`src/source/udp_rx_pkg.sv`:
```
package udp_rx_pkg;

    localparam int noc_data_w     = 128;
    localparam int noc_data_bytes = 16;
    localparam int padbytes_w     = 4;    // enough to count the bytes of one flit
    localparam int num_lanes      = 4;
    localparam int lane_idx_w     = 2;
    localparam int lane_buf_depth = 8;    // so msg_len is at most 10 flits
    localparam int buf_ptr_w      = $clog2(lane_buf_depth);
    localparam int msg_len_w      = 8;

    // flit 0 of every packet, msg_len counts the header and metadata flits too
    typedef struct packed {
        logic [msg_len_w-1:0] msg_len;
        logic [15:0]          packet_id;
        logic [31:0]          timestamp;
        logic [71:0]          reserved;
    } noc_hdr_flit;

    // flit 1, filled in by the IP stage upstream
    typedef struct packed {
        logic [31:0] src_ip;
        logic [31:0] dst_ip;
        logic [15:0] data_payload_len;
        logic [47:0] reserved;
    } ip_meta_flit;

    typedef struct packed {
        logic [31:0] src_ip;
        logic [31:0] dst_ip;
        logic [15:0] udp_len;
        logic [15:0] packet_id;
        logic [31:0] timestamp;
    } rx_meta;

    typedef struct packed {
        logic [noc_data_w-1:0] data;
        logic                  last;
        logic [padbytes_w-1:0] padbytes;
    } rx_flit;

    typedef enum logic [1:0] {
        idle,
        hdr_done,
        payload,
        wait_drain      // whole packet buffered, waiting for the drain to empty it
    } rx_state;

endpackage

```
`src/source/udp_rx_dispatch.sv`:
```
module udp_rx_dispatch (
    input  logic                                  clk,
    input  logic                                  rst,
    input  logic                                  in_val,
    input  logic [udp_rx_pkg::noc_data_w-1:0]     in_data,
    input  logic [udp_rx_pkg::num_lanes-1:0]      lane_busy,
    output logic [udp_rx_pkg::num_lanes-1:0]      lane_flit_val,
    output logic [udp_rx_pkg::noc_data_w-1:0]     lane_flit,
    output logic                                  drop
);

    udp_rx_pkg::noc_hdr_flit                      hdr_in;
    logic [udp_rx_pkg::msg_len_w-1:0]             flits_left;
    logic [udp_rx_pkg::lane_idx_w-1:0]            turn;
    logic [udp_rx_pkg::lane_idx_w-1:0]            cur_lane;
    logic                                         accept;
    logic                                         is_hdr;
    logic                                         take_hdr;
    logic [udp_rx_pkg::num_lanes-1:0]             val_next;

    assign hdr_in   = in_data;
    assign is_hdr   = in_val && (flits_left == '0);
    assign take_hdr = is_hdr && !lane_busy[turn];

    always_comb begin
        val_next = '0;
        if (take_hdr) begin
            val_next[turn] = 1'b1;
        end else if (in_val && !is_hdr && accept) begin
            val_next[cur_lane] = 1'b1;   // rest of an accepted packet follows its header
        end
    end

    always_ff @(posedge clk) begin
        if (rst) begin
            flits_left    <= '0;
            turn          <= '0;
            cur_lane      <= '0;
            accept        <= 1'b0;
            lane_flit_val <= '0;
            drop          <= 1'b0;
        end else begin
            lane_flit_val <= val_next;
            drop          <= is_hdr && !take_hdr;
            if (is_hdr) begin
                flits_left <= hdr_in.msg_len - 1'b1;
                accept     <= take_hdr;
                if (take_hdr) begin
                    cur_lane <= turn;
                    turn     <= turn + 1'b1;
                end
            end else if (in_val) begin
                flits_left <= flits_left - 1'b1;
            end
        end
    end

    always_ff @(posedge clk) begin
        lane_flit <= in_data;
    end

endmodule

```
`src/source/udp_rx_drain.sv`:
```
module udp_rx_drain (
    input  logic                                          clk,
    input  logic                                          rst,
    input  logic [udp_rx_pkg::num_lanes-1:0]              lane_ready,
    input  udp_rx_pkg::rx_meta [udp_rx_pkg::num_lanes-1:0] lane_meta,
    input  udp_rx_pkg::rx_flit [udp_rx_pkg::num_lanes-1:0] lane_head,
    output logic [udp_rx_pkg::num_lanes-1:0]              lane_pop,
    output logic                                          out_val,
    output udp_rx_pkg::rx_flit                            out_flit,
    output udp_rx_pkg::rx_meta                            out_meta
);

    logic [udp_rx_pkg::lane_idx_w-1:0]                    turn;
    logic                                                 cur_ready;
    udp_rx_pkg::rx_flit                                   cur_head;
    udp_rx_pkg::rx_meta                                   cur_meta;

    // same lane order as the dispatcher, so packets leave in arrival order
    assign cur_ready = lane_ready[turn];
    assign cur_head  = lane_head[turn];
    assign cur_meta  = lane_meta[turn];

    always_comb begin
        lane_pop       = '0;
        lane_pop[turn] = cur_ready;     // ready stays up until the last flit is popped
    end

    always_ff @(posedge clk) begin
        if (rst) begin
            turn    <= '0;
            out_val <= 1'b0;
        end else begin
            out_val <= cur_ready;
            if (cur_ready && cur_head.last) begin
                turn <= turn + 1'b1;
            end
        end
    end

    // held between packets so out_meta stays steady for a whole packet
    always_ff @(posedge clk) begin
        if (cur_ready) begin
            out_flit <= cur_head;
            out_meta <= cur_meta;
        end
    end

endmodule

```
`src/source/udp_rx_lane.sv`:
```
module udp_rx_lane (
    input  logic                               clk,
    input  logic                               rst,
    input  logic                               flit_val,
    input  logic [udp_rx_pkg::noc_data_w-1:0]  flit,
    input  logic                               pop,
    output logic                               busy,
    output logic                               ready,
    output udp_rx_pkg::rx_meta                 meta,
    output udp_rx_pkg::rx_flit                 head
);

    logic                                      store_hdr_flit;
    logic                                      store_meta_flit;
    logic                                      init_num_flits;
    logic                                      decr_num_flits;
    logic                                      buf_write;
    logic                                      last_flit;
    logic [udp_rx_pkg::padbytes_w-1:0]         padbytes;
    logic                                      drained;
    udp_rx_pkg::rx_flit                        wr_entry;
    udp_rx_pkg::rx_flit                        flit_buf [udp_rx_pkg::lane_buf_depth];
    logic [udp_rx_pkg::buf_ptr_w-1:0]          wr_ptr;
    logic [udp_rx_pkg::buf_ptr_w-1:0]          rd_ptr;

    udp_rx_noc_in_ctrl ctrl_i (
        .clk             (clk),
        .rst             (rst),
        .flit_val        (flit_val),
        .last_flit       (last_flit),
        .drained         (drained),
        .store_hdr_flit  (store_hdr_flit),
        .store_meta_flit (store_meta_flit),
        .init_num_flits  (init_num_flits),
        .decr_num_flits  (decr_num_flits),
        .buf_write       (buf_write),
        .busy            (busy)
    );

    udp_rx_noc_in_datap datap_i (
        .clk             (clk),
        .rst             (rst),
        .in_data         (flit),
        .store_hdr_flit  (store_hdr_flit),
        .store_meta_flit (store_meta_flit),
        .init_num_flits  (init_num_flits),
        .decr_num_flits  (decr_num_flits),
        .meta            (meta),
        .last_flit       (last_flit),
        .padbytes        (padbytes)
    );

    assign wr_entry = '{data: flit, last: last_flit, padbytes: padbytes};

    always_ff @(posedge clk) begin
        if (buf_write) flit_buf[wr_ptr] <= wr_entry;
    end

    assign head    = flit_buf[rd_ptr];
    assign drained = pop && head.last;   // final flit of the packet leaves the lane

    // one packet never holds more than lane_buf_depth flits, so the pointers just wrap
    always_ff @(posedge clk) begin
        if (rst) begin
            wr_ptr <= '0;
            rd_ptr <= '0;
            ready  <= 1'b0;
        end else begin
            if (buf_write) wr_ptr <= wr_ptr + 1'b1;
            if (pop) rd_ptr <= rd_ptr + 1'b1;
            if (buf_write && last_flit) begin
                ready <= 1'b1;
            end else if (drained) begin
                ready <= 1'b0;
            end
        end
    end

endmodule

```
`src/source/udp_rx_noc_in_ctrl.sv`:
```
module udp_rx_noc_in_ctrl (
    input  logic clk,
    input  logic rst,
    input  logic flit_val,
    input  logic last_flit,
    input  logic drained,
    output logic store_hdr_flit,
    output logic store_meta_flit,
    output logic init_num_flits,
    output logic decr_num_flits,
    output logic buf_write,
    output logic busy
);

    udp_rx_pkg::rx_state state;
    udp_rx_pkg::rx_state state_next;

    always_ff @(posedge clk) begin
        if (rst) begin
            state <= udp_rx_pkg::idle;
        end else begin
            state <= state_next;
        end
    end

    always_comb begin
        state_next      = state;
        store_hdr_flit  = 1'b0;
        store_meta_flit = 1'b0;
        init_num_flits  = 1'b0;
        decr_num_flits  = 1'b0;
        buf_write       = 1'b0;

        case (state)
            udp_rx_pkg::idle: begin
                if (flit_val) begin
                    store_hdr_flit = 1'b1;
                    init_num_flits = 1'b1;
                    state_next     = udp_rx_pkg::hdr_done;
                end
            end
            udp_rx_pkg::hdr_done: begin
                if (flit_val) begin
                    store_meta_flit = 1'b1;
                    state_next      = udp_rx_pkg::payload;
                end
            end
            udp_rx_pkg::payload: begin
                if (flit_val) begin
                    buf_write      = 1'b1;
                    decr_num_flits = 1'b1;
                    if (last_flit) begin
                        state_next = udp_rx_pkg::wait_drain;
                    end
                end
            end
            udp_rx_pkg::wait_drain: begin
                if (drained) state_next = udp_rx_pkg::idle;   // lane free for the next turn
            end
            default: state_next = udp_rx_pkg::idle;
        endcase
    end

    assign busy = state != udp_rx_pkg::idle;

endmodule

```
`src/source/udp_rx_noc_in_datap.sv`:
```
module udp_rx_noc_in_datap (
    input  logic                                  clk,
    input  logic                                  rst,
    input  logic [udp_rx_pkg::noc_data_w-1:0]     in_data,
    input  logic                                  store_hdr_flit,
    input  logic                                  store_meta_flit,
    input  logic                                  init_num_flits,
    input  logic                                  decr_num_flits,
    output udp_rx_pkg::rx_meta                    meta,
    output logic                                  last_flit,
    output logic [udp_rx_pkg::padbytes_w-1:0]     padbytes
);

    udp_rx_pkg::noc_hdr_flit                      hdr_in;
    udp_rx_pkg::noc_hdr_flit                      hdr_reg;
    udp_rx_pkg::ip_meta_flit                      meta_reg;
    logic [udp_rx_pkg::msg_len_w-1:0]             flits_left;
    logic [udp_rx_pkg::msg_len_w-1:0]             flits_left_next;
    logic [udp_rx_pkg::padbytes_w-1:0]            len_rem;
    logic [udp_rx_pkg::padbytes_w:0]              pad_calc;

    assign hdr_in = in_data;

    always_ff @(posedge clk) begin
        if (store_hdr_flit) begin
            hdr_reg <= in_data;
        end
        if (store_meta_flit) begin
            meta_reg <= in_data;
        end
    end

    // payload flits still to come, header and metadata flits are not counted
    always_comb begin
        if (init_num_flits) begin
            flits_left_next = hdr_in.msg_len - udp_rx_pkg::msg_len_w'(2);
        end else if (decr_num_flits) begin
            flits_left_next = flits_left - 1'b1;
        end else begin
            flits_left_next = flits_left;
        end
    end

    always_ff @(posedge clk) begin
        if (rst) begin
            flits_left <= '0;
        end else begin
            flits_left <= flits_left_next;
        end
    end

    assign last_flit = flits_left == udp_rx_pkg::msg_len_w'(1);

    assign len_rem = meta_reg.data_payload_len[udp_rx_pkg::padbytes_w-1:0];

    always_comb begin
        if (len_rem == '0) begin
            pad_calc = '0;      // payload fills the last flit exactly
        end else begin
            pad_calc = (udp_rx_pkg::padbytes_w + 1)'(udp_rx_pkg::noc_data_bytes)
                       - {1'b0, len_rem};
        end
    end

    assign padbytes = last_flit ? pad_calc[udp_rx_pkg::padbytes_w-1:0] : '0;

    always_comb begin
        meta.src_ip    = meta_reg.src_ip;
        meta.dst_ip    = meta_reg.dst_ip;
        meta.udp_len   = meta_reg.data_payload_len;
        meta.packet_id = hdr_reg.packet_id;
        meta.timestamp = hdr_reg.timestamp;
    end

endmodule

```
`src/source/udp_rx_noc_top.sv`:
```
module udp_rx_noc_top (
    input  logic                               clk,
    input  logic                               rst,
    input  logic                               in_val,
    input  logic [udp_rx_pkg::noc_data_w-1:0]  in_data,
    output logic                               out_val,
    output udp_rx_pkg::rx_flit                 out_flit,
    output udp_rx_pkg::rx_meta                 out_meta,
    output logic                               drop
);

    logic [udp_rx_pkg::num_lanes-1:0]             lane_busy;
    logic [udp_rx_pkg::num_lanes-1:0]             lane_flit_val;
    logic [udp_rx_pkg::noc_data_w-1:0]            lane_flit;
    logic [udp_rx_pkg::num_lanes-1:0]             lane_ready;
    logic [udp_rx_pkg::num_lanes-1:0]             lane_pop;
    udp_rx_pkg::rx_meta [udp_rx_pkg::num_lanes-1:0] lane_meta;
    udp_rx_pkg::rx_flit [udp_rx_pkg::num_lanes-1:0] lane_head;

    udp_rx_dispatch dispatch_i (
        .clk           (clk),
        .rst           (rst),
        .in_val        (in_val),
        .in_data       (in_data),
        .lane_busy     (lane_busy),
        .lane_flit_val (lane_flit_val),
        .lane_flit     (lane_flit),
        .drop          (drop)
    );

    for (genvar i = 0; i < udp_rx_pkg::num_lanes; i++) begin : g_lane
        udp_rx_lane lane_i (
            .clk      (clk),
            .rst      (rst),
            .flit_val (lane_flit_val[i]),
            .flit     (lane_flit),
            .pop      (lane_pop[i]),
            .busy     (lane_busy[i]),
            .ready    (lane_ready[i]),
            .meta     (lane_meta[i]),
            .head     (lane_head[i])
        );
    end

    udp_rx_drain drain_i (
        .clk        (clk),
        .rst        (rst),
        .lane_ready (lane_ready),
        .lane_meta  (lane_meta),
        .lane_head  (lane_head),
        .lane_pop   (lane_pop),
        .out_val    (out_val),
        .out_flit   (out_flit),
        .out_meta   (out_meta)
    );

endmodule

```
`config.mk`:
```
export PLATFORM = sky130hd
export DESIGN_NAME = udp_rx_noc_top
export DESIGN_NICKNAME = d
export VERILOG_FILES = /design/src/source/udp_rx_pkg.sv /design/src/source/udp_rx_dispatch.sv /design/src/source/udp_rx_drain.sv /design/src/source/udp_rx_lane.sv /design/src/source/udp_rx_noc_in_ctrl.sv /design/src/source/udp_rx_noc_in_datap.sv /design/src/source/udp_rx_noc_top.sv
export SDC_FILE = /design/constraint.sdc
export NUM_CORES = 2
export LEC_CHECK = 0
export BUFFER_PORTS_ARGS = -buffer_cell sky130_fd_sc_hd__buf_4
export CAP_MARGIN = 20
export CORE_UTILIZATION = 28
export CTS_CLUSTER_DIAMETER = 40
export CTS_CLUSTER_SIZE = 14
export DETAILED_ROUTE_END_ITERATION = 10
export GPL_TIMING_DRIVEN = 0
export PLACE_DENSITY = 0.42
export SYNTH_ARGS = -nofsm -noshare
export SYNTH_HDL_FRONTEND = slang
export SYNTH_MEMORY_MAX_BITS = 65536
export SYNTH_SLANG_ARGS = --single-unit
```
`constraint.sdc`:
```
create_clock -name clk -period 14.6 [get_ports clk]
set_clock_uncertainty 0.1 [all_clocks]
set_input_delay 0.73 -clock clk [delete_from_list [all_inputs] [get_ports clk]]
set_output_delay 0.73 -clock clk [all_outputs]
set_load 0.02 [all_outputs]
```
==> results.toml <==
[logic_synthesis]
syn-cell-area_um2 = 196600
syn_avg_cell_area_um2 = 23.87
synth_edf_count = 5029
ys.flop_type = "edfxtp_1"
synth-async-reset-ratio_pct = 0
synth_seq_area_share_pct = 79.14
ys_seq_elements = 5258
synth_nets = 8417
yosysWarnings = 0
yosysUniqueCellTypes = 58
syn-instance-count = 8236

[route]
vias = 93860
drt-total-wl_um = 561700
vias_per_cell = 4.636
drc = 0
postRouteAntennaNets = 0
wire_per_inst_um = 27.74
dr.pass1.iters = 7
dr.first_iter.drc_count = 8136

[die]
die_y_um = 839.9
core_um2 = 699100
dieArea_um2 = 705500
core.rowCount = 307
ios = 394
start_util_pct = 28.12
die_w_um = 839.9

[cts]
htree_levels = 6
path_clk_slew_ps = 60
clock_latency_ps = 1110
cts_buffers = 829
cts.path.max_buffers = 4
tritoncts = "done"
cts_setup_buffers = 0
root_buffer = "clkbuf_16"
cts.sink_count = 5258

[layout]
fin_nets = 10380
multiInputGateArea_um2 = 38950
most-common-layout-cells = "5,029 x edfxtp_1, 1,318 x mux4_2, 832 x clkbuf_16"
fill_cells = 63970
largest_reg_flops = 4256
final_common_cell = "edfxtp_1"
area_delta_synth_final_pct = 27.85
final_core_util_pct = 35.96
drive_gt1_share_pct = 36.31
ff_latch_area_um2 = 155600

[placement]
gp_congestion = 0.7347
portBuffers = 392
hpwl_um = 396700

[worst_setup_path]
crit_path_max_fanout = 10
cp.required_ps = 15280
end_kind = "flip-flop"
rr_endpoint = "drain_i.out_flit[58]$_DFFE_PP_"
rrSetupSlack_ps = 10300
arrival_ps = 4980
reg2regPathDepth = 8
critPathLaunchType = "flip-flop"
path_class = "flip-flop to flip-flop"

[pwr]
irDropWorstVdd_v = 0.0001459
p_per_area_nw_per_um2 = 148.7
leakagePower_nw = 78.93

[grt]
antenna_found_initial = 67
grt_usage_pct = 15.54
grt_max_degree = 47
grt-ovfl-total = 0
grt_pass1_wl_um = 776900
first_global_vias = 98870

[timing]
fin_crit_sh_pct = 29.44
fin_setup_tns_ps = 0
rsz0062_at_grt = "no"
period_minus_slack_ps = 4299
final_hold_viol_count = 0
relSlewSlack_pct = 18.65
tightest_slew_ps = 1216
max_freq_ghz = 0.2326
setup_viol = 0
maxSlewViolCount = 0

[min_path]
worstHoldEndpoint = "dispatch_i.lane_flit[66]$_DFF_P_"
hold_path.class = "input port to flip-flop"
hold_path.startpoint = "in_data[66]"
hold_depth = 2

[flow_run]
drv_cap = 0

[outcome]
outcome = "finished, final reports clean"
what timing repair did:
item	in CTS	in global routing
gates resized for setup	0	0
hold buffers	130	0
hold endpoints to repair	136	0
logic make-up (layout without fill, tap and decap cells):
kind of cell / after synthesis / count (layout) / share of synthesized area (%)
AOI/OAI and AO/OA: 133 / 133 / 0.4639
other: 0 / 41 / 0
DFF: 5258 / 5258 / 79.14
buffers and inverters: 560 / 3259 / 1.161
and+or+nand+nor: 319 / 319 / 0.8000
muxes: 1869 / 1869 / 17.90
xor gates and xnor gates: 47 / 47 / 0.2094
adders and majority gates: 50 / 50 / 0.3182
synthesized netlist by cell type, types with 4 or more instances:
library cell  instances  area (um^2)
a221o_1               4        40.04
buf_4                 8        60.06
dfxtp_1             229         4584
nand2_1              71        266.5
nor2b_1               7        43.79
and2_1               12        75.07
mux2i_1             550         5505
inv_1               174        653.1
xor2_1               22        192.7
nand2b_1             20        125.1
xnor2_1              25        219.0
nand3_1              18        90.09
nor2_1              109        409.1
nor4_1               13        81.33
ha_1                 50        625.6
nand4_1               5        31.28
nor3b_1               7        52.55
a21oi_1              36        180.2
nor4b_1               5        43.79
buf_2               120        600.6
a211oi_1             35        262.8
o21ai_0              16        80.08
nand4b_1              5        43.79
a2111oi_0             4        35.03
buf_1                95        356.6
nor3_1               29        145.1
o31ai_1               8        60.06
mux4_2             1318        29680
a22oi_1               7        52.55
o311a_1               4        40.04
clkbuf_1            162        608.1
edfxtp_1           5029       151000
how the worst max path moves through the flow:
stage | start | endpoint | depth (start not counted)
after floorplan | g_lane[0].lane_i.ctrl_i.state[0]$_SDFFE_PP0P_ | g_lane[0].lane_i.flit_buf[0][0]$_DFFE_PP_ | 4
after global placement | g_lane[0].lane_i.ctrl_i.state[0]$_SDFFE_PP0P_ | g_lane[0].lane_i.flit_buf[0][26]$_DFFE_PP_ | 4
after detailed placement | flip-flop | drain_i.out_flit[58]$_DFFE_PP_ | 8
after CTS | flip-flop | drain_i.out_flit[58]$_DFFE_PP_ | 8
after global routing | flip-flop | drain_i.out_flit[58]$_DFFE_PP_ | 8
final | flip-flop | drain_i.out_flit[58]$_DFFE_PP_ | 8
through the flow:
step	worst slack (ps)	std cells	power (W)	hold WS, ps	instance area, um^2
2_1_floorplan	214.0	8236	0.01723	331.6	196600
3_3_place_gp	-20170	17900	0.01746	366.4	211200
3_5_place_dp	10130	18470	0.01754	363.7	220100
4_1_cts	10170	20170	0.03783	25.40	250400
5_1_grt	10240	20220	0.03849	80.97	251300
6_report	10300	20250	0.03737	156.3	251400
power breakdown:
part           leakage, nW  switching (W)  internal, W
clock network         13.9        0.00759       0.0125
registers             47.1       0.000152       0.0166
logic                 17.9       0.000310     0.000217
total                 78.9        0.00805       0.0293
worst max-delay path: stages, from the launching register on:
cell	delay, ps
dfxtp_1	300
buf_2	490
clkbuf_4	560
buf_12	230
clkbuf_1	630
mux4_2	420
mux2i_1	540
mux4_2	380
inv_1	220
area by class of cell:
| type | count | area share (%) |
|---|---|---|
| Buffer | 385 | 0.6675 |
| Timing Repair Buffer | 1127 | 5.468 |
| Multi-Input combinational cell | 2418 | 15.49 |
| Sequential cell | 5258 | 61.92 |
| Tap cell | 9270 | 4.614 |
| Clock buffer | 926 | 8.491 |
| Clock inverter | 646 | 3.043 |
| Inverter | 175 | 0.2653 |
| Antenna cell | 41 | 0.04082 |
routing by layer:
metal  part of all wire (%)  GRT usage (%)  routed length, um  vias to the layer above
li1                       -              -                  -                    39250
met3                    5.3          2.426              29720                      818
met2                     48          25.84             272300                     2780
met4                    2.8          4.288              15560                        2
met1                     43          21.23             244100                    51020
met5                 0.0032              0                 18                        -
Power figures use the tool's default switching activity.
